[config.mk]
export PLATFORM = sky130hd
export DESIGN_NAME = island_soc_ctrl
export DESIGN_NICKNAME = d
export VERILOG_FILES = /design/src/source/island_pkg.sv /design/src/source/island_soc_ctrl.sv
export SDC_FILE = /design/constraint.sdc
export NUM_CORES = 1
export LEC_CHECK = 0
export BUFFER_PORTS_ARGS = -buffer_cell sky130_fd_sc_hd__buf_2
export CORE_ASPECT_RATIO = 0.5
export CORE_MARGIN = 2
export CORE_UTILIZATION = 40
export DETAILED_ROUTE_END_ITERATION = 7
export GPL_ROUTABILITY_DRIVEN = 0
export HOLD_SLACK_MARGIN = 0.15
export PLACE_DENSITY = 0.8
export SYNTH_ARGS = -nofsm -noshare
export SYNTH_HDL_FRONTEND = slang
export SYNTH_SLANG_ARGS = --single-unit
export TNS_END_PERCENT = 20
[constraint.sdc]
create_clock -name clk_i -period 2.16 [get_ports clk_i]
set_clock_uncertainty 0.2 [all_clocks]
set_input_delay 0.108 -clock clk_i [delete_from_list [all_inputs] [get_ports clk_i]]
set_output_delay 0.108 -clock clk_i [all_outputs]
set_load 0.05 [all_outputs]
[src/source/island_pkg.sv]
// Bus types and peripheral map for the island; the boot ROM image is a fixed jump loop
package island_pkg;

  // ------------------------------
  // Crossbar sizes and target indices
  // ------------------------------
  localparam int unsigned NumHosts   = 2;
  localparam int unsigned NumTargets = 3;

  localparam int unsigned TgtBank0  = 0;
  localparam int unsigned TgtBank1  = 1;
  localparam int unsigned TgtPeriph = 2;

  // Request payload, one per granted cycle
  typedef struct packed {
    logic        we;
    logic [3:0]  be;
    logic [31:0] addr;
    logic [31:0] wdata;
  } bus_req_t;

  // Response payload, valid with rvalid
  typedef struct packed {
    logic [31:0] rdata;
    logic        err;
  } bus_rsp_t;

  typedef enum logic [1:0] {
    Local     = 2'd0,
    Jtag      = 2'd1,
    Preloaded = 2'd2
  } bootmode_e;

  // ------------------------------
  // Peripheral region map
  // ------------------------------
  localparam logic [31:0] SocCtrlAddrOffset       = 32'h0000_0000;
  localparam logic [31:0] BootRomAddrOffset       = 32'h0000_1000;
  localparam logic [31:0] GlobalPrependAddrOffset = 32'h0000_2000;
  localparam logic [31:0] PeriphSlotRange         = 32'h0000_1000;

  localparam logic [31:0] ErrorRdata = 32'hBADCAB1E;

  // Boot ROM contents, word 0 first
  localparam int unsigned BootRomWords = 8;
  localparam logic [0:BootRomWords-1][31:0] BootRomImage = '{
    32'h0000_0297,  // auipc t0, 0
    32'h0802_8293,  // addi  t0, t0, 0x80
    32'h0002_8067,  // jr    t0
    32'h0000_0013,
    32'h0000_0013,
    32'h1050_0073,  // wfi
    32'hffdf_f06f,  // back to wfi
    32'h0000_0013
  };

  // ------------------------------
  // SoC control register offsets
  // ------------------------------
  localparam logic [11:0] RegBootAddr = 12'h000;
  localparam logic [11:0] RegFetchEn  = 12'h004;
  localparam logic [11:0] RegBootMode = 12'h008;

  // Reset boot address sits this far into the boot ROM
  localparam logic [31:0] BootAddrOffset = 32'h0000_0080;

endpackage

[src/source/island_soc_ctrl.sv]
// Response is combinational; boot mode pins are sampled only in the first cycle after reset
`timescale 1ns/1ps

module island_soc_ctrl #(
  parameter logic [31:0] BaseAddr     = 32'h0000_0000,
  parameter logic [31:0] PeriphOffset = 32'h0020_0000
) (
  input  logic                  clk_i,
  input  logic                  rst_ni,
  input  logic                  req_i,
  input  island_pkg::bus_req_t  req_data_i,
  input  island_pkg::bootmode_e bootmode_i,
  output island_pkg::bus_rsp_t  rsp_o,
  output logic                  fetch_enable_o,
  output logic [31:0]           boot_addr_o
);
  import island_pkg::*;

  localparam logic [31:0] PeriphBase    = BaseAddr + PeriphOffset;
  localparam logic [31:0] SocCtrlBase   = PeriphBase + SocCtrlAddrOffset;
  localparam logic [31:0] BootAddrReset = PeriphBase + BootRomAddrOffset + BootAddrOffset;

  logic [11:0] reg_off;
  logic        wr_en;
  logic        first_cycle_q;
  logic [31:0] boot_addr_q;
  logic        fetch_en_q;
  bootmode_e   boot_mode_q;

  function automatic logic [31:0] apply_be(logic [31:0] old_val, logic [31:0] new_val,
                                           logic [3:0] be);
    logic [31:0] res;
    res = old_val;
    for (int b = 0; b < 4; b++) begin
      if (be[b]) begin
        res[8*b +: 8] = new_val[8*b +: 8];
      end
    end
    return res;
  endfunction

  assign reg_off = 12'(req_data_i.addr - SocCtrlBase);
  assign wr_en   = req_i && req_data_i.we;

  // ------------------------------
  // Registers
  // ------------------------------
  always_ff @(posedge clk_i or negedge rst_ni) begin
    if (!rst_ni) begin
      first_cycle_q <= 1'b1;
      boot_addr_q   <= BootAddrReset;
      fetch_en_q    <= 1'b0;
      boot_mode_q   <= Local;
    end else begin
      first_cycle_q <= 1'b0;
      if (wr_en && reg_off == RegBootAddr) begin
        boot_addr_q <= apply_be(boot_addr_q, req_data_i.wdata, req_data_i.be);
      end
      // Pin capture wins over a bus write in the first cycle
      if (first_cycle_q) begin
        boot_mode_q <= bootmode_i;
        fetch_en_q  <= (bootmode_i == Jtag);
      end else begin
        if (wr_en && reg_off == RegFetchEn && req_data_i.be[0]) begin
          fetch_en_q <= req_data_i.wdata[0];
        end
        if (wr_en && reg_off == RegBootMode && req_data_i.be[0]) begin
          boot_mode_q <= bootmode_e'(req_data_i.wdata[1:0]);
        end
      end
    end
  end

  // Read data, unmapped offsets flag an error
  always_comb begin
    rsp_o = '{rdata: '0, err: 1'b0};
    unique case (reg_off)
      RegBootAddr: rsp_o.rdata = boot_addr_q;
      RegFetchEn:  rsp_o.rdata = {31'b0, fetch_en_q};
      RegBootMode: rsp_o.rdata = {30'b0, boot_mode_q};
      default:     rsp_o.err   = 1'b1;
    endcase
  end

  assign fetch_enable_o = fetch_en_q;
  assign boot_addr_o    = boot_addr_q;

  assert property (@(posedge clk_i) disable iff (!rst_ni)
    first_cycle_q |=> (fetch_enable_o == ($past(bootmode_i) == Jtag)))
    else $error("soc ctrl: fetch enable does not follow captured boot mode");

endmodule

Word-level counts from Yosys, hierarchy flattened
Index checks and enable logic that the tools add are counted.
W data, S select, Z words.
{ "word_totals": {"register_bits": 36, "input_bits": 74, "out_inout_bits": 66, "wordCells": 31} }
{ "op_classes": {"addsub": 1, "n_eq_ne": 3, "muxes": 6, "reduce_logical": 14} }
{ "op_table": {"columns": ["operator", "count"], "rows": [
  ["$pmux W32 S3", 1],
  ["$eq A12 B3 Y1 const B", 1],
  ["$eq A12 B4 Y1 const B", 1],
  ["$logic_not A12 Y1", 1],
  ["$sub A12 B1 Y12 const B", 1],
  ["$reduce_and A2 Y1", 4],
  ["$logic_and A1 B1 Y1", 6],
  ["$mux W2", 2],
  ["$reduce_bool A2 Y1", 2],
  ["$mux W1", 3],
  ["$reduce_or A3 Y1", 1],
  ["$eq A2 B1 Y1 const B", 1]
]} }

Longest topological paths before layout
{ "logic_depth": {"depth_word": 6, "depth_mapped": 6, "depth_no_buf": 3} }

Least setup slack after synthesis
OpenSTA, ideal clock, no wires.
{ "synth_timing": {"path_type": "input to output", "start": "input req_data_i[39] (netlist bit)", "end": "output rsp_o[2] (netlist bit)", "arrival_ps": 2397, "t_required_ps": 1852, "path_slack_ps": -545, "path_stages": 4, "n_path_buf": 1, "path_cell_list": "or4_4 buf_6 or4_1 nor3_1"} }
{ "synth_lines": {"columns": ["item", "line_no", "text"], "rows": [
  ["start: declaration", "island_soc_ctrl.sv:11", "input island_pkg::bus_req_t req_data_i,"],
  ["end: declaration", "island_soc_ctrl.sv:13", "output island_pkg::bus_rsp_t rsp_o,"]
]} }

==> flow_summary.yaml <==
outcome:
  status: "completed"
drt:
  wirelength_um: 7052
  via_per_inst: 5.270
  drc: 0
  ant_nets: 0
  routedWlPerCell_um: 18.66
  vias: 1992
  firstDrtPassIters: 4
  drt_iter0_drc: 94
timing:
  fmax_mhz: 468.7
  setup_viol: 0
  drv_slew: 0
  hold_viol_final: 0
  tightest_slew_ps: 795.3
  finalCriticalPeriod_ps: 2133
  fin_crit_sh: 0.9877
  max-slew-margin-rel: 0.4698
power_and_ir_drop:
  power_mw: 1.403
  power.density_nw_per_um2: 437.2
  swShare: 0.2338
  clkPwrFrac: 0.380
  p_leak_nw: 1.754
  ir_drop_uv: 281.3
  intPower_mw: 1.075
  comb_power_share: 0.130
  p_seq_frac: 0.490
  p_sw_mw: 0.3280
clock_network:
  numCtsBuffers: 5
  cts_tree: "done"
  cts.sinks: 36
  clock_latency_ps: 290
  ctsHtreeMaxLevel: 2
  ctsLongestPathBuffers: 2
  cts_setup_buffers: 0
  path_clk_slew_ps: 80
  clockRootBuffer: "clkbuf_8"
floorplanning:
  initial_core_util: 0.4196
  ios: 140
  rows: 17
  die_w_um: 100.6
  fp.dieH_um: 52.29
  core_sq_um: 4446
  dieArea_sq_um: 5259
logic_synthesis:
  synth_fa_ha_area_frac: 0
  synth_fp_nets: 221
  synth_top_cell_by_area: "dfrtp_1"
  synthCells: 147
  synth.yosys.seq_area_share: 0.4856
  synthFlopType: "dfrtp_1"
  netlist_area_sq_um: 1866
  synth-xor-area-share: 0
  ys_warn_count: 0
  synth_top_family_by_area: "simple AND/OR/NAND/NOR gates"
  synth_cell_type_count: 34
  synth_edf_count: 0
  synth_compound_area_frac: 0.03689
  ys_async_sr_fraction: 1.000
  synth_area_leaders: "dfrtp_1, mux2_2, and2_1"
  ys_ff_latch: 36
  synthMuxAreaShare: 0.2200
  avgSynthCellArea_sq_um: 12.69
  yosys.area_share.simple: 0.2260
  synth_top_area_share: 0.4292
layout:
  area_growth_pct: 71.97
  instances_no_fill: 378
  regArea_sq_um: 905.9
  drive_above_1_share: 0.5688
  num-fill-cells: 293
  finalNetCount: 393
  multi_input_area_sq_um: 932.1
worst_setup_path:
  worst_ep_required_time_ps: 1850
  critPathMaxStageDelay_ps: 560
  cp-end-kind: "output pin"
  crit_type: "in2out"
  cp_slowest_cell: "or4_4"
  cp_max_fo: 6
  cp-start-kind: "input pin"
  path_cells: "buf_2 > or4_4 > buf_4 > nor3_4 > buf_4 > and2_1 > buf_2"
  worstPathArrival_ps: 1830
place:
  place_inst: 324
  numPortBuffers: 119
  hpwl_um: 3749
global_route:
  grt_max_degree: 37
  gr-total-overflow: 0
  grt_pass1_vias: 2019
  grtUsageTotal: 0.2435
  antenna_found_initial: 1
  grt_pass1_wl_um: 9804
min_path:
  min_path_type: "in2reg"
run:
  cap_violations: 0
[cells in the mapped netlist, types with 3 or more instances]
cell type and count:
or4_1 4, nand3_1 4, clkbuf_1 3, nor4_4 3
dfstp_2 4, and2_1 30, dfrtp_1 32, nand2b_1 3
mux2_4 8, mux2_2 24
[per-stage QoR]
step                cell area [sq um]  TNS [ps]  worst slack [ps]  utilization  hold WS, ps
global route                     3208    -29.36            -12.72       0.7216        162.2
CTS                              3147         0             22.82       0.7079        139.5
detailed placement               2559     -1099            -59.61       0.5756        37.46
floorplan                        1871    -267.0            -138.1            -       -387.6
finish                           3208         0             26.52       0.7216        139.4
global placement                 2559    -180.1            -27.34       0.5756        34.78
[kinds of logic (layout without fill, tap and decap cells)]
| family | after synthesis | count (layout) |
|---|---|---|
| and+or+nand+nor | 59 | 59 |
| other | 1 | 2 |
| DFF | 36 | 36 |
| AOI/OAI and AO/OA | 8 | 8 |
| buffers and inverters | 9 | 182 |
| muxes | 34 | 34 |
[worst max-delay path, delay by kind of cell]
family | cells | cell delay (ps)
and+or+nand+nor | 3 | 940
buffers and inverters | 4 | 760
[state kept, by name (all words and copies together) (netlist names)]
signal	flops
boot_addr_o	32
boot_mode_q	2
fetch_enable_o	1
first_cycle_q	1
[layout make-up]
cell class              instances  area share
well taps                      57     0.02223
inverters                       1    0.001170
multi-input cells             102      0.2906
flip-flops and latches         36      0.2824
clock buffers                   8     0.03120
diodes                          1   0.0007800
repair buffers                173      0.3717
[worst paths after layout]
kind                                      from         endpoint  slack [ps]  cells past startpoint
min in group asynchronous               rst_ni  boot_addr_o[22]         240                      2
worst max register to register   first_cycle_q   fetch_enable_o         880                      3
worst max-delay path            req_data_i[39]         rsp_o[3]          30                      7
max in group asynchronous               rst_ni  boot_addr_o[15]        1010                      2
worst min register to register  boot_addr_o[9]   boot_addr_o[9]         330                      1
worst min-delay path            req_data_i[40]   boot_mode_q[0]         140                      4
[layout by cell type (no fill, tap or decap), types with 2 or more instances in the layout]
master,n
nor4_4,3
nand2b_1,3
clkbuf_8,7
or4_1,3
nor4_1,2
mux2_2,24
nand3_1,4
dlygate4sd3_1,44
clkbuf_4,3
or4_4,3
buf_2,94
mux2i_1,2
dfrtp_1,32
nor2_1,2
dfstp_2,4
buf_4,27
and2_1,30
buf_6,5
mux2_4,8
[timing repair]
action,4_1_cts,5_1_grt
hold buffers,44,0
endpoints found under the setup margin,19,31
gates resized for setup,19,20
endpoints found under the hold margin,68,0
gates cloned,0,1
[routing by layer]
| layer | vias to the layer above | GRT usage | share of wire |
|---|---|---|---|
| met2 | 113 | 0.4778 | 0.55 |
| li1 | 876 | - | - |
| met1 | 977 | 0.2632 | 0.35 |
| met3 | 26 | 0.05600 | 0.064 |
| met4 | 0 | 0.07991 | 0.039 |
| met5 | - | 0 | 0 |
[power by group through the flow]
| stage | sequential (mW) | combinational, mW | clock (mW) |
|---|---|---|---|
| 2_1_floorplan | 0.706 | 0.0323 | 0 |
| 3_3_place_gp | 0.699 | 0.110 | 0 |
| 3_5_place_dp | 0.699 | 0.114 | 0 |
| 4_1_cts | 0.687 | 0.171 | 0.529 |
| 5_1_grt | 0.687 | 0.197 | 0.569 |
| 6_report | 0.687 | 0.183 | 0.533 |
No activity file was read; power rests on OpenSTA's default activity.
