[src/source/island_pkg.sv]
// Bus types and peripheral map for the island; the boot ROM image is a fixed jump loop
package island_pkg;

  // ------------------------------
  // Crossbar sizes and target indices
  // ------------------------------
  localparam int unsigned NumHosts   = 2;
  localparam int unsigned NumTargets = 3;

  localparam int unsigned TgtBank0  = 0;
  localparam int unsigned TgtBank1  = 1;
  localparam int unsigned TgtPeriph = 2;

  // Request payload, one per granted cycle
  typedef struct packed {
    logic        we;
    logic [3:0]  be;
    logic [31:0] addr;
    logic [31:0] wdata;
  } bus_req_t;

  // Response payload, valid with rvalid
  typedef struct packed {
    logic [31:0] rdata;
    logic        err;
  } bus_rsp_t;

  typedef enum logic [1:0] {
    Local     = 2'd0,
    Jtag      = 2'd1,
    Preloaded = 2'd2
  } bootmode_e;

  // ------------------------------
  // Peripheral region map
  // ------------------------------
  localparam logic [31:0] SocCtrlAddrOffset       = 32'h0000_0000;
  localparam logic [31:0] BootRomAddrOffset       = 32'h0000_1000;
  localparam logic [31:0] GlobalPrependAddrOffset = 32'h0000_2000;
  localparam logic [31:0] PeriphSlotRange         = 32'h0000_1000;

  localparam logic [31:0] ErrorRdata = 32'hBADCAB1E;

  // Boot ROM contents, word 0 first
  localparam int unsigned BootRomWords = 8;
  localparam logic [0:BootRomWords-1][31:0] BootRomImage = '{
    32'h0000_0297,  // auipc t0, 0
    32'h0802_8293,  // addi  t0, t0, 0x80
    32'h0002_8067,  // jr    t0
    32'h0000_0013,
    32'h0000_0013,
    32'h1050_0073,  // wfi
    32'hffdf_f06f,  // back to wfi
    32'h0000_0013
  };

  // ------------------------------
  // SoC control register offsets
  // ------------------------------
  localparam logic [11:0] RegBootAddr = 12'h000;
  localparam logic [11:0] RegFetchEn  = 12'h004;
  localparam logic [11:0] RegBootMode = 12'h008;

  // Reset boot address sits this far into the boot ROM
  localparam logic [31:0] BootAddrOffset = 32'h0000_0080;

endpackage

[src/source/island_xbar.sv]
// Two hosts only (one-bit round-robin pointer); targets must answer exactly one cycle after grant
`timescale 1ns/1ps

module island_xbar #(
  parameter logic [31:0] BaseAddr     = 32'h0000_0000,
  parameter logic [31:0] MemOffset    = 32'h0000_0000,
  parameter int unsigned BankNumBytes = 4096
) (
  input  logic                                              clk_i,
  input  logic                                              rst_ni,
  // Host side
  input  logic                 [island_pkg::NumHosts-1:0]   host_req_i,
  input  island_pkg::bus_req_t [island_pkg::NumHosts-1:0]   host_req_data_i,
  output logic                 [island_pkg::NumHosts-1:0]   host_gnt_o,
  output logic                 [island_pkg::NumHosts-1:0]   host_rvalid_o,
  output island_pkg::bus_rsp_t [island_pkg::NumHosts-1:0]   host_rsp_o,
  // Target side
  output logic                 [island_pkg::NumTargets-1:0] tgt_req_o,
  output island_pkg::bus_req_t [island_pkg::NumTargets-1:0] tgt_req_data_o,
  input  logic                 [island_pkg::NumTargets-1:0] tgt_gnt_i,
  input  logic                 [island_pkg::NumTargets-1:0] tgt_rvalid_i,
  input  island_pkg::bus_rsp_t [island_pkg::NumTargets-1:0] tgt_rsp_i
);
  import island_pkg::*;

  localparam logic [31:0] Bank0Start = BaseAddr + MemOffset;
  localparam logic [31:0] Bank1Start = Bank0Start + BankNumBytes;
  localparam logic [31:0] Bank1End   = Bank1Start + BankNumBytes;

  typedef logic [$clog2(NumTargets)-1:0] tgt_idx_t;

  tgt_idx_t [NumHosts-1:0]             host_tgt;
  logic     [NumTargets-1:0][NumHosts-1:0] tgt_host_req;
  logic     [NumTargets-1:0]             win_host;
  // Host granted last by each target
  logic     [NumTargets-1:0]             rr_last_q;

  // ------------------------------
  // Address decode
  // ------------------------------
  always_comb begin
    for (int h = 0; h < NumHosts; h++) begin
      if (host_req_data_i[h].addr >= Bank0Start && host_req_data_i[h].addr < Bank1Start) begin
        host_tgt[h] = tgt_idx_t'(TgtBank0);
      end else if (host_req_data_i[h].addr >= Bank1Start &&
                   host_req_data_i[h].addr < Bank1End) begin
        host_tgt[h] = tgt_idx_t'(TgtBank1);
      end else begin
        // Everything else lands in the peripheral region
        host_tgt[h] = tgt_idx_t'(TgtPeriph);
      end
    end
  end

  // ------------------------------
  // Per-target arbitration
  // ------------------------------
  always_comb begin
    for (int t = 0; t < NumTargets; t++) begin
      for (int h = 0; h < NumHosts; h++) begin
        tgt_host_req[t][h] = host_req_i[h] && (host_tgt[h] == tgt_idx_t'(t));
      end
      // On conflict the host not served last wins
      if (&tgt_host_req[t]) begin
        win_host[t] = ~rr_last_q[t];
      end else begin
        win_host[t] = tgt_host_req[t][1];
      end
      tgt_req_o[t]      = |tgt_host_req[t];
      tgt_req_data_o[t] = host_req_data_i[win_host[t]];
    end
  end

  always_comb begin
    for (int h = 0; h < NumHosts; h++) begin
      host_gnt_o[h] = host_req_i[h] && tgt_gnt_i[host_tgt[h]] &&
                      (win_host[host_tgt[h]] == 1'(h));
    end
  end

  always_ff @(posedge clk_i or negedge rst_ni) begin
    if (!rst_ni) begin
      rr_last_q <= '0;
    end else begin
      for (int t = 0; t < NumTargets; t++) begin
        if (tgt_req_o[t] && tgt_gnt_i[t]) begin
          rr_last_q[t] <= win_host[t];
        end
      end
    end
  end

  // ------------------------------
  // Response return
  // ------------------------------
  // rvalid follows the grant by one cycle, so the pointer still names the requester
  always_comb begin
    host_rvalid_o = '0;
    host_rsp_o    = '0;
    for (int t = 0; t < NumTargets; t++) begin
      if (tgt_rvalid_i[t]) begin
        host_rvalid_o[rr_last_q[t]] = 1'b1;
        host_rsp_o[rr_last_q[t]]    = tgt_rsp_i[t];
      end
    end
  end

  for (genvar g = 0; g < NumTargets; g++) begin : gen_tgt_check
    assert property (@(posedge clk_i) disable iff (!rst_ni)
      $onehot0(host_gnt_o & tgt_host_req[g]))
      else $error("xbar: target %0d granted more than one host", g);
  end

  for (genvar g = 0; g < NumHosts; g++) begin : gen_host_check
    // Grant needs a request and brings the response back next cycle
    assert property (@(posedge clk_i) disable iff (!rst_ni)
      host_gnt_o[g] |-> host_req_i[g] ##1 host_rvalid_o[g])
      else $error("xbar: host %0d grant without request or response", g);
  end

endmodule
[config.mk]
export PLATFORM = sky130hd
export DESIGN_NAME = island_xbar
export DESIGN_NICKNAME = d
export VERILOG_FILES = /design/src/source/island_pkg.sv /design/src/source/island_xbar.sv
export SDC_FILE = /design/constraint.sdc
export NUM_CORES = 1
export LEC_CHECK = 0
export ABC_AREA = 1
export BUFFER_PORTS_ARGS = -buffer_cell sky130_fd_sc_hd__buf_2
export CAP_MARGIN = 20
export CORE_AREA = 4 4 204 206
export DETAILED_ROUTE_END_ITERATION = 8
export DIE_AREA = 0 0 208 210
export SLEW_MARGIN = 20
export SYNTH_ARGS = -nofsm -noshare
export SYNTH_HDL_FRONTEND = slang
export SYNTH_SLANG_ARGS = --single-unit
[constraint.sdc]
create_clock -name clk_i -period 1.2 [get_ports clk_i]
set_input_delay 0.06 -clock clk_i [delete_from_list [all_inputs] [get_ports clk_i]]
set_output_delay 0.06 -clock clk_i [all_outputs]
set_load 0.02 [all_outputs]
# ---- Yosys cells after proc, flatten, opt, wreduce, memory -nomap -nowiden
# Index checks and enable logic that the tools add are counted.
dict set report classes {
  magnitude_cmp 19
  n_eq_ne 4
  n_mux 41
  bitwise 7
  reduce_logical 28
}
# operator count
set op_table {}
lappend op_table {{$mux W69} 6}
lappend op_table {{$mux W66} 3}
lappend op_table {{$bwmux W66} 2}
lappend op_table {{$demux W33 S1} 3}
lappend op_table {{$mux W33} 3}
lappend op_table {{$and A66 B66 Y66} 1}
lappend op_table {{$ge A32 B1 Y1 const B} 2}
lappend op_table {{$ge A32 B13 Y1 const B} 2}
lappend op_table {{$lt A32 B13 Y1 const B} 2}
lappend op_table {{$lt A32 B14 Y1 const B} 2}
lappend op_table {{$logic_and A1 B1 Y1} 20}
lappend op_table {{$mux W2} 7}
lappend op_table {{$lt A1 B2 Y1 const B} 6}
lappend op_table {{$mux W1} 10}
lappend op_table {{$bmux W1 S2} 4}
lappend op_table {{$lt A2 B3 Y1 const B} 2}
lappend op_table {{$reduce_and A2 Y1} 3}
lappend op_table {{$reduce_or A2 Y1} 3}
lappend op_table {{$eq A2 B1 Y1 const B} 2}
lappend op_table {{$eq A2 B2 Y1 const B} 2}
lappend op_table {{$logic_not A2 Y1} 2}
lappend op_table {{$not A1 Y1} 4}
lappend op_table {{$or A2 B2 Y2} 2}
lappend op_table {{$demux W1 S1} 3}
lappend op_table {{$ge A1 B1 Y1 const B} 3}
dict set report totals {
  reg_bits 3
  output_inout_bits 280
}

# ---- Longest topological paths before layout
dict set report logic_depth {
  depth_word 12
  mapped_depth 11
}

# ---- Worst setup path after synthesis
# No wires, ideal clock.
dict set report synth_timing {
  kind {flip-flop to output port}
  from {register rr_last_q[1]}
  to {output port host_rsp_o[42] (netlist name)}
  arrival_ps 1478
  setup_slack_ps -338
  path_stages_with_launch 5
  n_path_buf 2
  path_cell_list {dfrtp_1 -> clkbuf_1 -> buf_1 -> nand3_1 -> a31oi_1}
}
# item line_no
set synth_lines {}
lappend synth_lines {{start, declared} island_xbar.sv:36} ;# logic [NumTargets-1:0] rr_last_q;
lappend synth_lines {{start signal, assigned by index} island_xbar.sv:87} ;# rr_last_q[t] <= win_host[t];
lappend synth_lines {{end, declared} island_xbar.sv:16} ;# output island_pkg::bus_rsp_t [island_pkg::NumHosts-1:0] host_rsp_o,

==> reports/qor.csv <==
metric,value,unit
Post-synth ARST share,100,%
"Slowest-stage cell, CP",nand4_1,
WL final,45200,um
critical path arrival,1.78,ns
global-route wire length before repair,60400,um
Power Density,476,nW/um2
GRT overflow,0,
GR Util All Layers,17.3,%
max-slew violations,0,
Slew headroom,72.5,%
number of flip-flops in the largest register,3,
TritonCTS Sinks,3,
htree depth,1,
RSZ-0062 raised after global routing,true,
fin crit period,1.84,ns
vias in the first global route,9721,
predominant post-synthesis flop cell,dfrtp_1,
# DRC,0,
Starting Density,10.3,%
Layout Skew,0,ns
syn_nets,1137,
I/O pin count,527,
most common cell in the synthesized netlist,nand2_1,
Mean Syn Cell Area,4.59,um2
Die X-Extent,208,um
Area Growth Syn to Fin,292,%
share of the synthesized area in the top cell type,21.5,%
failing checks,setup timing,
CP required,1.14,ns
sequential-to-total area share from yosys stat,1.84,%
HP Class,input pin to register,
Hold Path Depth,4,
Final Setup Violations,282,
peak supply drop,0.282,mV
Routability Congestion,0.979,
Worst-Skew Late Latency,0.22,ns
initial antenna violation count,7,
worst-margin pin slew,0.411,ns
post-DP HPWL,29700,um
max incr delay on CP,0.22,ns
Yosys reg bits,3,
Via Count,9676,
pre-CTS setup slack,-0.783,ns
DR pass1 iterations,5,
CTS tree,built,
biggest regs,rr_last_q (3),
Detail Route Antenna Nets,0,
Max Clock Freq,0.544,GHz
Reg2Reg Depth,5,
"Distinct cells, synth",28,
CORE AREA,39600,um2
Syn. warnings,0,
clock buffer depth,2,
Nets,1829,
Post-Syn Area,4090,um2
layout cells sized above 1,81.1,%
Final Hold Vio Count,0,
initial drt markers,554,
largest area contributor in the netlist,nand2_1,
Synth area leaders,"nand2_1 21%, o21ai_0 15%, nor2_1 14%",
Largest Register,rr_last_q,
CP startpoint kind,input pin,
Num CTS Buffers,3,
crit-path cells,buf_8 > nor2_4 > nand2_2 > nor2_4 > nand4_1 > nand3_4 > buf_12 > nand2_8 > buf_12 > buf_8 > o21ai_4 > buf_6,
die height,210,um
Post-synth EDFFs,0,
PortBufs,526,
worst setup margin,-0.638,ns
crit path max fanout,6,
clk root buf,clkbuf_16,
via/cell ratio,4.59,
Final Power,7.63,mW
fillers,3719,
# rows,73,
largest net degree at the start of global routing,41,
die area,43700,um2
Setup CP Type,input pin to output pin,
Tcrit/Tclk final,153,%
synthesized netlist cell count,890,
Post-synth top cells,"234 x nand2_1, 153 x nor2_1, 122 x o21ai_0",
WHS,0.160,ns
outcome,"finished, violations left",
WL/cell,21.4,um
Worst setup EP type,output pin,
Clock Pin Slew Worst Setup and Hold Paths,0.03,ns
Leak,7.07,nW
# Max-Cap Violations,0,
[cells in the final DEF, fill, tap and decap left out, drive strengths merged]
master,netlist,final
nand3,69,69
nand3b,1,1
dlygate4sd3,0,1
nand4,1,1
buf,48,739
a21oi,18,18
clkbuf,22,14
clkinv,1,1
o21ai,159,159
diode,0,3
nor2,159,159
dfrtp,3,3
o211ai,1,1
inv,99,99
a31oi,57,57
nor3,3,3
a21boi,2,2
a221oi,9,9
nand2,238,245
[per-stage QoR]
stage | setup TNS [ns] | util, % | instances | cell area [um2]
2_1_floorplan | -20.75 | - | 890 | 6020
3_3_place_gp | -146.12 | 25.3 | 1997 | 10000
3_5_place_dp | -156.27 | 25.3 | 1997 | 10000
4_1_cts | -144.90 | 34.9 | 2082 | 13800
5_1_grt | -165.30 | 40.4 | 2109 | 16000
6_report | -146.81 | 40.4 | 2109 | 16000
[power by group]
group / internal [mW] / leakage, nW / switching [mW]
combinational: 3.17 / 6.99 / 3.81
sequential: 0.107 / 0.0356 / 0.00765
clock: 0.438 / 0.0382 / 0.0910
[area by class of cell]
class / count / area [um2] / area share (%)
multi-input cells: 724 / 7520 / 46.9
repair buffers: 750 / 7280 / 45.4
well taps: 525 / 657 / 4.10
inverters: 100 / 413 / 2.58
flip-flops and latches: 3 / 78.8 / 0.492
clock buffers: 4 / 78.8 / 0.492
diodes: 3 / 7.51 / 0.0468
[final timing paths]
| kind | slack (ns) | startpoint | endpoint |
|---|---|---|---|
| worst max-delay path | -0.64 | host_req_data_i[51] | tgt_req_data_o[177] |
| worst min-delay path | 0.16 | tgt_gnt_i[1] | rr_last_q[1] |
| worst max register to register | -0.18 | rr_last_q[0] | rr_last_q[0] |
| worst min register to register | 0.64 | rr_last_q[1] | rr_last_q[1] |
| max in group asynchronous | 0.89 | rst_ni | rr_last_q[0] |
| min in group asynchronous | 0.18 | rst_ni | rr_last_q[2] |
[logic make-up (layout without fill, tap and decap cells)]
logic type,after synthesis,in the layout,share of synthesized area (%)
simple gates,471,478,47.2
buf+inv,170,854,18.0
flops,3,3,1.84
other cells,0,3,0
compound gates,246,246,32.9
[routing by layer]
| metal | global-route usage, % | vias to the layer above | part of all wire (%) |
|---|---|---|---|
| li1 | - | 4367 | - |
| met1 | 20.5 | 4657 | 37 |
| met2 | 32.4 | 548 | 52 |
| met3 | 3.07 | 102 | 6.9 |
| met4 | 4.53 | 2 | 4.3 |
| met5 | 0 | - | 0.015 |
[critical path, delay by kind of cell]
family                 cells  cell delay, ns
buffers and inverters      5            0.68
AOI/OAI and AO/OA          1            0.16
and+or+nand+nor            6            0.86
[timing repair]
item / in CTS / in global routing
hold buffers: 1 / 0
setup buffers: 51 / 22
hold endpoints to repair: 3 / 0
resized for setup: 736 / 497
gates cloned: 31 / 15
endpoints found under the setup margin: 282 / 283
pin swaps: 43 / 68
Note: power is estimated with default switching activity, not from simulation.
