===== config.mk =====
export PLATFORM = sky130hd
export DESIGN_NAME = island_periph_demux
export DESIGN_NICKNAME = d
export VERILOG_FILES = /design/src/source/island_pkg.sv /design/src/source/island_periph_demux.sv
export SDC_FILE = /design/constraint.sdc
export NUM_CORES = 1
export LEC_CHECK = 0
export BUFFER_PORTS_ARGS = -buffer_cell sky130_fd_sc_hd__buf_2
export CORE_MARGIN = 2
export CORE_UTILIZATION = 40
export DETAILED_ROUTE_END_ITERATION = 10
export HOLD_SLACK_MARGIN = 0.1
export PLACE_DENSITY = 0.81
export SYNTH_ARGS = -nofsm -noshare
export SYNTH_HDL_FRONTEND = slang
export SYNTH_SLANG_ARGS = --single-unit

===== constraint.sdc =====
create_clock -name clk_i -period 2.7 [get_ports clk_i]
set_input_delay 0.135 -clock clk_i [delete_from_list [all_inputs] [get_ports clk_i]]
set_output_delay 0.135 -clock clk_i [all_outputs]
set_load 0.02 [all_outputs]

===== src/source/island_pkg.sv =====
// Bus types and peripheral map for the island; the boot ROM image is a fixed jump loop
package island_pkg;

  // ------------------------------
  // Crossbar sizes and target indices
  // ------------------------------
  localparam int unsigned NumHosts   = 2;
  localparam int unsigned NumTargets = 3;

  localparam int unsigned TgtBank0  = 0;
  localparam int unsigned TgtBank1  = 1;
  localparam int unsigned TgtPeriph = 2;

  // Request payload, one per granted cycle
  typedef struct packed {
    logic        we;
    logic [3:0]  be;
    logic [31:0] addr;
    logic [31:0] wdata;
  } bus_req_t;

  // Response payload, valid with rvalid
  typedef struct packed {
    logic [31:0] rdata;
    logic        err;
  } bus_rsp_t;

  typedef enum logic [1:0] {
    Local     = 2'd0,
    Jtag      = 2'd1,
    Preloaded = 2'd2
  } bootmode_e;

  // ------------------------------
  // Peripheral region map
  // ------------------------------
  localparam logic [31:0] SocCtrlAddrOffset       = 32'h0000_0000;
  localparam logic [31:0] BootRomAddrOffset       = 32'h0000_1000;
  localparam logic [31:0] GlobalPrependAddrOffset = 32'h0000_2000;
  localparam logic [31:0] PeriphSlotRange         = 32'h0000_1000;

  localparam logic [31:0] ErrorRdata = 32'hBADCAB1E;

  // Boot ROM contents, word 0 first
  localparam int unsigned BootRomWords = 8;
  localparam logic [0:BootRomWords-1][31:0] BootRomImage = '{
    32'h0000_0297,  // auipc t0, 0
    32'h0802_8293,  // addi  t0, t0, 0x80
    32'h0002_8067,  // jr    t0
    32'h0000_0013,
    32'h0000_0013,
    32'h1050_0073,  // wfi
    32'hffdf_f06f,  // back to wfi
    32'h0000_0013
  };

  // ------------------------------
  // SoC control register offsets
  // ------------------------------
  localparam logic [11:0] RegBootAddr = 12'h000;
  localparam logic [11:0] RegFetchEn  = 12'h004;
  localparam logic [11:0] RegBootMode = 12'h008;

  // Reset boot address sits this far into the boot ROM
  localparam logic [31:0] BootAddrOffset = 32'h0000_0080;

endpackage


===== src/source/island_periph_demux.sv =====
// Always grants; boot ROM ignores writes and unmatched slots answer with an error response
`timescale 1ns/1ps

module island_periph_demux #(
  parameter logic [31:0] BaseAddr     = 32'h0000_0000,
  parameter logic [31:0] PeriphOffset = 32'h0020_0000
) (
  input  logic                 clk_i,
  input  logic                 rst_ni,
  input  logic                 req_i,
  input  island_pkg::bus_req_t req_data_i,
  output logic                 gnt_o,
  output logic                 rvalid_o,
  output island_pkg::bus_rsp_t rsp_o,
  // SoC control port
  output logic                 ctrl_req_o,
  output island_pkg::bus_req_t ctrl_req_data_o,
  input  island_pkg::bus_rsp_t ctrl_rsp_i
);
  import island_pkg::*;

  localparam logic [31:0] PeriphBase  = BaseAddr + PeriphOffset;
  localparam logic [31:0] SocCtrlBase = PeriphBase + SocCtrlAddrOffset;
  localparam int unsigned RomIdxW     = $clog2(BootRomWords);

  typedef enum logic [1:0] {
    SelError,
    SelSocCtrl,
    SelBootRom
  } periph_sel_e;

  periph_sel_e sel;
  logic [31:0] slot_off;
  logic [9:0]  rom_idx;
  logic [31:0] rom_word;
  bus_rsp_t    rsp_d;
  bus_rsp_t    rsp_q;
  logic        rvalid_q;

  // ------------------------------
  // Slot decode
  // ------------------------------
  // Subtract then compare, so addresses below a slot wrap and miss it
  assign slot_off = req_data_i.addr - PeriphBase;

  always_comb begin
    if ((slot_off - SocCtrlAddrOffset) < PeriphSlotRange) begin
      sel = SelSocCtrl;
    end else if ((slot_off - BootRomAddrOffset) < PeriphSlotRange) begin
      sel = SelBootRom;
    end else begin
      sel = SelError;
    end
  end

  assign ctrl_req_o      = req_i && (sel == SelSocCtrl);
  assign ctrl_req_data_o = req_data_i;

  // Boot ROM, words past the image read as zero
  assign rom_idx  = req_data_i.addr[11:2];
  assign rom_word = (rom_idx < BootRomWords) ? BootRomImage[rom_idx[RomIdxW-1:0]] : '0;

  // ------------------------------
  // Response select and register
  // ------------------------------
  always_comb begin
    unique case (sel)
      SelSocCtrl: rsp_d = ctrl_rsp_i;
      SelBootRom: rsp_d = '{rdata: rom_word, err: 1'b0};
      // Prepend slot and unmapped space have no device behind them
      default:    rsp_d = '{rdata: ErrorRdata, err: 1'b1};
    endcase
  end

  always_ff @(posedge clk_i) begin
    if (req_i) begin
      rsp_q <= rsp_d;
    end
  end

  always_ff @(posedge clk_i or negedge rst_ni) begin
    if (!rst_ni) begin
      rvalid_q <= 1'b0;
    end else begin
      rvalid_q <= req_i;
    end
  end

  assign gnt_o    = 1'b1;
  assign rvalid_o = rvalid_q;
  assign rsp_o    = rsp_q;

  assert property (@(posedge clk_i) disable iff (!rst_ni)
    ctrl_req_o |-> (ctrl_req_data_o.addr >= SocCtrlBase) &&
                   (ctrl_req_data_o.addr < SocCtrlBase + PeriphSlotRange))
    else $error("periph demux: SoC control request outside its slot");

endmodule


# Word level (Yosys, flattened, before mapping)

Memories as Yosys holds them, arrays and structs flattened.
Index checks and enable logic that the tools add are counted.

Bits in registers: 34
Memory bits (read-only): 256
Input port bits: 105
Output and inout port bits: 105
Memories kept: 1

Memories:

| name             | depth | width | rd ports | clocked after memory_dff | write ports | line                      | text |
|---|---|---|---|---|---|---|---|
| (name not given) | 8     | 32    | 1        | 0                        | 0           | island_periph_demux.sv:61 | `assign rom_word = (rom_idx < BootRomWords) ? BootRomImage[rom_idx[RomIdxW-1:0]] : '0;` |

$add $sub $neg: 2
$lt $le $gt $ge: 4
Equality and inequality tests: 2
Mux-type cells: 6
Bitwise logic cells: 1
Reductions and logical operators: 1

Operators by type and width:

| operator                                                  | count |
|---|---|
| two-way mux 32 bit                                        | 3 |
| one-hot mux 33 bit (2 select lines)                       | 1 |
| < comparator 32 x 13 -> 1 bit (second input constant)     | 2 |
| subtractor 32 x 13 -> 32 bit (second input constant)      | 1 |
| subtractor 32 x 22 -> 32 bit (second input constant)      | 1 |
| < comparator 10 x 4 -> 1 bit (second input constant)      | 1 |
| greater-or-equal comparator 4 bit (second input constant) | 1 |
| two-way mux 2 bit                                         | 2 |
| inverter 3 -> 4 bit                                       | 1 |
| equality test 2 x 1 -> 1 bit (second input constant)      | 1 |
| equality test 2 bit (second input constant)               | 1 |
| logical AND 1 bit                                         | 1 |

# Depth between registers and ports, before layout

Gate-level depths: netlist of the first run.

Depth in word-level cells: 7
Depth in mapped cells: 11

# Worst setup path before layout of the first run

Ideal clock, no wire load.

Kind: input to register
Start: input port req_data_i[53] (netlist bit)
End: register rsp_q (netlist bit rsp_o[14]), data pin
Library setup time: 261 ps
Arrival: 2551 ps
Slack: -112 ps
Stages: 11
Path buffers: 3
Cell sequence: inv_1 -> ha_1 -> buf_2 -> or4_4 -> a211o_1 -> a2111oi_2 -> nand4_1 -> a211o_1 -> buf_6 -> buf_8 -> o32a_1

RTL lines:

| element              | line                      | text |
|---|---|---|
| start, declared      | island_periph_demux.sv:11 | `input island_pkg::bus_req_t req_data_i,` |
| end signal, assigned | island_periph_demux.sv:77 | `rsp_q <= rsp_d;` |
| end, declared        | island_periph_demux.sv:37 | `bus_rsp_t rsp_q;` |

# Worst setup path in the final report of the first run

Start: input port req_data_i[54] (netlist bit)
End: output port ctrl_req_o

Word-level cells in the longest chain between the ends: 7
Elaborated cells on any way between the ends: 8
Those cells by class: add/sub: 2; order compare: 2; eq/ne: 1; mux: 2; reduce/logical: 1

RTL lines:

| element                        | line                      | text |
|---|---|---|
| subtractor 32 x 22 -> 32 bit * | island_periph_demux.sv:44 | `assign slot_off = req_data_i.addr - PeriphBase;` |
| subtractor 32 x 13 -> 32 bit   | island_periph_demux.sv:49 | `end else if ((slot_off - BootRomAddrOffset) < PeriphSlotRange) begin` |
| < comparator 32 x 13 -> 1 bit  | island_periph_demux.sv:49 |  |
| two-way mux 2 bit              | island_periph_demux.sv:49 |  |
| two-way mux 2 bit *            | island_periph_demux.sv:47 | `if ((slot_off - SocCtrlAddrOffset) < PeriphSlotRange) begin` |
| equality test 2 x 1 -> 1 bit * | island_periph_demux.sv:56 | `assign ctrl_req_o = req_i && (sel == SelSocCtrl);` |
| logical AND 1 bit *            | island_periph_demux.sv:56 |  |
| end, declared                  | island_periph_demux.sv:16 | `output logic ctrl_req_o,` |

Mark *: on every way between the ends. The rest lies on a longest branch, timed or not.

==> results of run 1 <==
-- layout make-up --
class | instances | area, µm² | area share (%)
flip-flops and latches | 34 | 1020 | 31.9
multi-input cells | 131 | 1000 | 31.5
repair buffers | 157 | 893 | 28.0
well taps | 77 | 96.3 | 3.02
clock buffers | 7 | 76.3 | 2.39
inverters | 19 | 71.3 | 2.24
clock inverters | 1 | 30.0 | 0.942
-- state kept, by name, indices dropped and copies added, names as in the netlist --
signal,flops
rvalid_o,1
rsp_o,33
-- worst max path at each step --
stage	end	slack (ps)
floorplan	rsp_o[14]	20
global placement	rsp_o[17]	-10
detailed placement	rsp_o[31]	-80
CTS	ctrl_req_o	120
global route	ctrl_req_o	30
finish	ctrl_req_o	200
-- cell usage after synthesis (all sizes together) (2+ instances only) --
cell      n
buf      77
edfxtp   33
inv      19
o32a     17
o32ai    12
nand2     8
nor2      8
clkbuf    7
nor4      6
ha        5
o21ai     5
xnor2     5
a21oi     4
a2bb2oi   4
and3      4
nor3      4
a2111oi   3
a211o     3
nand2b    3
nand4     3
or3b      3
a211oi    2
and2      2
nor2b     2
nor3b     2
o211ai    2
o21a      2
o22a      2
or2       2
or4       2
-- cells by family (layout without fill, tap and decap cells) --
| kind of cell | count (synthesis) | count (layout) | synth area share [%] |
|---|---|---|---|
| buffers and inverters | 103 | 184 | 25.4 |
| AND/OR/NAND/NOR | 55 | 55 | 12.1 |
| adder cells (fa/ha/maj) | 5 | 5 | 2.31 |
| other | 1 | 1 | 0.139 |
| XOR/XNOR | 5 | 5 | 1.62 |
| flip-flops | 34 | 34 | 37.6 |
| AO/OA/AOI/OAI | 65 | 65 | 20.8 |
-- power groups by stage --
stage,logic (mW),registers (mW),clock network (mW)
5_1_grt,0.315,0.612,0.479
4_1_cts,0.292,0.611,0.454
3_3_place_gp,0.288,0.621,0
2_1_floorplan,0.223,0.658,0
6_report,0.291,0.611,0.446
3_5_place_dp,0.290,0.622,0
-- per-stage QoR --
| stage | instances | util [%] | hold WS (ps) | TNS [ps] | setup WS [ps] |
|---|---|---|---|---|---|
| floorplan | 268 | - | -161 | 0 | 17.0 |
| global placement | 417 | 47.5 | -90.7 | -142 | -13.0 |
| detailed placement | 417 | 47.5 | -87.5 | -1140 | -78.7 |
| CTS | 426 | 49.3 | 134 | 0 | 121 |
| global route | 426 | 49.4 | 139 | 0 | 34.3 |
| finish | 426 | 49.4 | 141 | 0 | 197 |
-- per-layer routing --
layer	part of all wire (%)	track usage, %
met4	3.2	7.81
met2	53	33.1
met1	34	20.1
met5	0	0
met3	9.0	4.29
-- what timing repair did --
item / in CTS / in global routing
hold buffers: 1 / 0
endpoints found under the hold margin: 1 / 0
resized for setup: 0 / 1
buffers inserted: 0 / 0
setup endpoints to repair: 0 / 1
==> impl_metrics.json, run 1 <==
{
  "synth_area_per_cell_um2": 10.1,
  "crit_cells": 10,
  "leakagePower_nw": 1.37,
  "power_mw": 1.35,
  "rows": 29,
  "n_antenna_cell": 0,
  "synth_cell_types": 53,
  "grt_setup_unrepaired": "false",
  "internal-power_mw": 0.995,
  "clk_pin_slew_worst_paths_ps": 70,
  "arrival_ps": 2370,
  "crit_required_ps": 2570,
  "cts_tree": "yes",
  "place.gp.congestion": 0.854,
  "setup_viol": 0,
  "ys.warnings.count": 0,
  "synth_top_area_cell": "edfxtp_1",
  "tightest_slew_ps": 759,
  "drive_gt1_share_pct": 49.3,
  "core_um2": 6460,
  "fin_crit_sh_pct": 92.7,
  "grt_pass1_wl_mm": 10.6,
  "die_h_um": 86.2,
  "min_period_ps": 2500,
  "cts_root_buffer": "clkbuf_8",
  "hold_viol": 0,
  "dieArea_um2": 7430,
  "hp-start": "ctrl_rsp_i[23]",
  "wl_per_cell_um": 16.8,
  "slew_headroom_pct": 49.4,
  "final_common_cell": "buf_2",
  "areaGrowthSynthToFinish_pct": 18.0,
  "end_kind": "primary output",
  "start_kind": "primary input",
  "vias_per_cell": 5.39,
  "netlist.area_leader.share_pct": 36.7,
  "final.fill_count": 582,
  "drv_cap": 0,
  "cts_buffers": 5,
  "h-tree-depth": 2,
  "cts.sinks": 34,
  "outcome": "finished clean",
  "cp_top_family": "simple AND/OR/NAND/NOR gates",
  "antenna_found_initial": 0,
  "io_buffers": 130,
  "first_pass_iters": 4,
  "finalMaxSlewViolations": 0,
  "power.switching_mw": 0.352,
  "vdd_drop_max_v": 0.000178,
  "holdPathStages": 2,
  "vias": 2298,
  "post_dp_cell_area_um2": 3070,
  "dp_hpwl_mm": 5.62,
  "layout_common_cells": "buf_2 (130), edfxtp_1 (33), buf_4 (23), inv_1 (19), o32a_1 (17)",
  "cp_max_fo": 5,
  "routed_wl_mm": 7.14,
  "p_clk_share_pct": 33.1,
  "combPwrFrac_pct": 21.6,
  "crit_chain": "buf_2 > inv_1 > ha_1 > or4b_1 > o22a_1 > a2111oi_2 > nor3b_2 > buf_4 > and3_1 > buf_2",
  "grt_use_total_pct": 18.1,
  "max_clock_freq_ghz": 0.399,
  "grt_pass1_vias": 2169,
  "cpMostUsedCell": "buf_2",
  "power.density_nw_per_um2": 423,
  "hold_end": "rsp_o[23]",
  "drtIter0Drc": 131,
  "path_buf_inv": 4,
  "grt_max_degree": 36,
  "dieWidth_um": 86.2,
  "io_pins": 210,
  "seq_power_share_pct": 45.3,
  "clock_path_buffers": 2,
  "ys_ff_latch": 34,
  "drtAntennaViolNets": 0,
  "switching_share_pct": 26.1,
  "drc_errors": 0,
  "max_stage_delay_ps": 460,
  "synth-seq-area-share_pct": 37.6,
  "critical_path_class": "in -> out",
  "ys.flop_type": "edfxtp_1",
  "yosys-top-cells-area": "edfxtp_1 (37%), buf_4 (19%), o32a_1 (6.3%)",
  "synthArstFlopShare_pct": 2.94,
  "syn_nets": 378,
  "crit_path_start": "req_data_i[54]",
  "fin_area_um2": 3190,
  "hp-class": "in -> reg",
  "grt-ovfl-total": 0,
  "synth-edff-count": 33,
  "nets": 458,
  "synth_area_um2": 2700,
  "cpMaxStageDelayCell": "or4b_1",
  "synth_cells": 268,
  "initial_utilization_pct": 41.8
}
Note: power is estimated with default switching activity, not from simulation.
==> run 2, diff against run 1 <==
--- a/config.mk
+++ b/config.mk
@@ -8,6 +8,7 @@
 export BUFFER_PORTS_ARGS = -buffer_cell sky130_fd_sc_hd__buf_2
 export CORE_MARGIN = 2
 export CORE_UTILIZATION = 40
+export CTS_BUF_LIST = sky130_fd_sc_hd__clkbuf_8 sky130_fd_sc_hd__clkbuf_16
 export DETAILED_ROUTE_END_ITERATION = 10
 export HOLD_SLACK_MARGIN = 0.1
 export PLACE_DENSITY = 0.81
==> impl_metrics.json, run 2 (synthesized netlist as in run 1, its figures left out) <==
{
  "cts_root_buffer": "clkbuf_8",
  "drc_errors": 0,
  "drv_cap": 0,
  "grt_use_total_pct": 18.1,
  "die_h_um": 86.2,
  "cp_max_fo": 5,
  "routed_wl_mm": 7.15,
  "min_period_ps": 2500,
  "dieWidth_um": 86.2,
  "areaGrowthSynthToFinish_pct": 18.0,
  "arrival_ps": 2370,
  "final_cells": 426,
  "power.density_nw_per_um2": 420,
  "dieArea_um2": 7430,
  "final_common_cell": "buf_2",
  "core_um2": 6460,
  "outcome": "finished clean",
  "io_buffers": 130,
  "drive_gt1_share_pct": 49.3,
  "dp_hpwl_mm": 5.62,
  "cts.sinks": 34,
  "crit_path_start": "req_data_i[54]",
  "place_inst": 417,
  "first_pass_iters": 4,
  "initial_utilization_pct": 41.8,
  "drtAntennaViolNets": 0,
  "cts_buffers": 5,
  "nets": 458,
  "grt_max_degree": 36,
  "start_kind": "primary input",
  "hp-start": "ctrl_rsp_i[23]",
  "vias_per_cell": 5.43,
  "leakagePower_nw": 1.38,
  "antenna_found_initial": 0,
  "vdd_drop_max_v": 0.000176,
  "hp-class": "in -> reg",
  "grt_pass1_wl_mm": 10.6,
  "fin_crit_sh_pct": 92.7,
  "vias": 2315,
  "n_antenna_cell": 0,
  "cts_tree": "yes",
  "max_clock_freq_ghz": 0.399,
  "largest_reg_flops": 33,
  "crit_required_ps": 2570,
  "place.gp.congestion": 0.854,
  "utilization_pct": 49.4,
  "wl_per_cell_um": 16.8,
  "tightest_slew_ps": 755,
  "layout_common_cells": "buf_2 (130), edfxtp_1 (33), buf_4 (23), inv_1 (21), o32a_1 (17)",
  "grt_pass1_vias": 2169,
  "hold_viol": 0,
  "finalMaxSlewViolations": 0,
  "grt_setup_unrepaired": "false",
  "cts_setup_buffers": 0,
  "drtIter0Drc": 135,
  "rows": 29,
  "clk_pin_slew_worst_paths_ps": 70,
  "power_mw": 1.34,
  "setup_viol": 0,
  "clock_path_buffers": 2,
  "slew_headroom_pct": 49.7,
  "fin_tns_setup_ps": 0,
  "critical_path_class": "in -> out",
  "h-tree-depth": 2,
  "end_kind": "primary output",
  "io_pins": 210,
  "grt-ovfl-total": 0
}
==> run 2: final cells by class <==
class	instances	area, µm²
Clock buffer	5	68.8
Clock inverter	3	37.5
Timing Repair Buffer	157	893
Multi-Input combinational cell	131	1000
Sequential cell	34	1020
Fill cell	582	3270
Inverter	19	71.3
Tap cell	77	96.3
==> run 2: worst max-delay path, stage by stage <==
cell,delay (ps)
buf_2,100
inv_1,60
ha_1,210
or4b_1,460
o22a_1,250
a2111oi_2,410
nor3b_2,280
buf_4,150
and3_1,140
buf_2,170
==> run 2: path summary, 6_finish.rpt <==
kind / endpoint / slack (ps) / depth (start not counted)
setup / recovery: ctrl_req_o / 200 / 10
hold / removal: rsp_o[23] / 140 / 2
max in group asynchronous: rvalid_o / 2460 / 2
min in group asynchronous: rvalid_o / 160 / 2
==> run 2: metrics by stage <==
stage          hold WS [ps]  setup slack [ps]  area (µm²)
2_1_floorplan          -161              17.0        2710
3_3_place_gp          -90.7             -13.0        3070
3_5_place_dp          -87.5             -78.7        3070
4_1_cts                 134               121        3180
5_1_grt                 138              34.3        3190
6_report                143               196        3190
==> run 2: per-layer routing <==
| layer | up-vias | track usage, % | wire length, µm |
|---|---|---|---|
| li1 | 1105 | - | - |
| met1 | 1050 | 20.1 | 2430 |
| met2 | 127 | 33.1 | 3830 |
| met3 | 33 | 4.29 | 650 |
| met4 | 0 | 7.81 | 231 |
| met5 | - | 0 | 0 |
==> run 2: what timing repair did <==
item | in CTS | in global routing
hold buffers | 1 | 0
setup endpoints to repair | 0 | 1
hold endpoints to repair | 1 | 0
gates resized for setup | 0 | 1
==> run 2: report_power, final <==
| group | switching [mW] | internal, mW |
|---|---|---|
| combinational | 0.175 | 0.116 |
| sequential | 0.00725 | 0.603 |
| clock | 0.170 | 0.268 |
==> run 3, diff against run 2 <==
==> constraint.sdc (replaced) <==
create_clock -name clk_i -period 2.7 [get_ports clk_i]
set_input_delay 0.27 -clock clk_i [delete_from_list [all_inputs] [get_ports clk_i]]
set_output_delay 0.27 -clock clk_i [all_outputs]
set_load 0.02 [all_outputs]
==> impl_metrics.json, run 3 (synthesized netlist as in run 1, its figures left out) <==
{
  "outcome": "finished clean",
  "power.density_nw_per_um2": 400,
  "fin_area_um2": 3440,
  "layout_common_cells": "buf_2 (127), buf_4 (45), edfxtp_1 (33), inv_1 (17), o32a_1 (17)",
  "hp-start": "ctrl_rsp_i[23]",
  "fin_crit_sh_pct": 98.2,
  "fin_hold_ws_ps": 275,
  "post_dp_cell_area_um2": 3210,
  "max_clock_freq_ghz": 0.377,
  "critical_path_class": "in -> out",
  "grt-ovfl-total": 0,
  "drv_cap": 0,
  "leakagePower_nw": 1.47,
  "cts_tree": "yes",
  "routed_wl_mm": 7.93,
  "min_period_ps": 2650,
  "dieWidth_um": 86.2,
  "vias_per_cell": 5.45,
  "hp-class": "in -> reg",
  "grt_pass1_vias": 2321,
  "crit_required_ps": 2430,
  "cpMaxStageDelayCell": "a2111oi_4",
  "antenna_found_initial": 0,
  "core_um2": 6460,
  "cts_root_buffer": "clkbuf_8",
  "rows": 29,
  "slew_headroom_pct": 56.6,
  "vdd_drop_max_v": 0.000146,
  "dieArea_um2": 7430,
  "cpMostUsedCell": "buf_4",
  "clk_pin_slew_worst_paths_ps": 60,
  "io_buffers": 130,
  "clock_path_buffers": 2,
  "h-tree-depth": 2,
  "drive_gt1_share_pct": 54.9,
  "largest_reg_flops": 33,
  "tightest_slew_ps": 649,
  "cp_max_fo": 6,
  "nets": 478,
  "cts_buffers": 5,
  "hold_viol": 0,
  "vias": 2424,
  "initial_utilization_pct": 41.8,
  "n_antenna_cell": 0,
  "drtIter0Drc": 96,
  "setup_viol": 0,
  "grt_pass1_wl_mm": 11.4,
  "areaGrowthSynthToFinish_pct": 27.2,
  "finalMaxSlewViolations": 0,
  "fin_tns_setup_ps": 0,
  "arrival_ps": 2380,
  "max_stage_delay_ps": 410,
  "power_mw": 1.37,
  "crit_path_start": "req_data_i[54]",
  "crit_chain": "buf_4 > inv_8 > ha_4 > buf_4 > o21bai_1 > a211o_1 > a2111oi_4 > nor3b_4 > buf_4 > and3_4 > buf_6",
  "grt_max_degree": 32,
  "end_kind": "primary output",
  "grt_use_total_pct": 19.7,
  "die_h_um": 86.2,
  "wl_per_cell_um": 17.8,
  "first_pass_iters": 4,
  "final_common_cell": "buf_2",
  "place.gp.congestion": 0.873,
  "io_pins": 210,
  "dp_hpwl_mm": 6.08,
  "drc_errors": 0,
  "cts.sinks": 34,
  "drtAntennaViolNets": 0,
  "start_kind": "primary input"
}
[run 3: cell count changes in the layout (fill, tap and decap cells not counted), moves of 2 or more]
cell	before	now
buf_2	130	127
o32ai_2	0	5
buf_6	0	2
buf_4	23	45
o32ai_1	12	7
inv_1	21	17
[run 3: layer usage]
| layer | up-vias | share of wire (%) | GRT usage [%] |
|---|---|---|---|
| li1 | 1140 | - | - |
| met1 | 1134 | 34 | 20.5 |
| met2 | 120 | 54 | 37.1 |
| met3 | 30 | 7.3 | 4.29 |
| met4 | 0 | 4.0 | 9.38 |
| met5 | - | 0 | 0 |
[run 3: path summary, 6_finish.rpt]
check                        endpoint  slack (ps)  cells past startpoint
worst max-delay path       ctrl_req_o          50                     11
worst min-delay path        rsp_o[23]         280                      2
max in group asynchronous    rvalid_o        2330                      2
min in group asynchronous    rvalid_o         290                      2
[run 3: report_power, final]
part | internal, mW | leakage (nW) | total [mW] | switching, mW
clock | 0.267 | 0.0517 | 0.442 | 0.175
sequential | 0.603 | 0.337 | 0.610 | 0.00752
combinational | 0.134 | 1.08 | 0.322 | 0.188
total | 1.00 | 1.47 | 1.37 | 0.371
[run 3: what timing repair did]
item | 4_1_cts | 5_1_grt
hold buffers | 1 | 0
buffers inserted | 4 | 1
hold endpoints to repair | 1 | 0
resized for setup | 7 | 8
endpoints found under the setup margin | 1 | 7
pin swaps | 4 | 2
[run 3: metrics by stage]
stage	setup WS (ps)	instances	utilization, %
CTS	66.8	444	52.4
finish	49.2	445	53.2
floorplan	-54.5	268	-
global route	-25.3	445	53.2
detailed placement	-263	433	49.8
global placement	-210	433	49.8
[run 3: final cells by class]
class / count / area, µm²
inverter: 19 / 91.3
clock inverter: 2 / 33.8
multi-input combinational: 131 / 1080
clock buffer: 5 / 68.8
sequential: 34 / 1020
fill: 578 / 3020
timing repair buffer: 177 / 1050
tap: 77 / 96.3
[run 3: critical path, delay by kind of cell]
kind	cells	cell delay, ps
AO/OA/AOI/OAI	3	940
adder cells (fa/ha/maj)	1	170
buffers and inverters	5	550
AND/OR/NAND/NOR	2	450
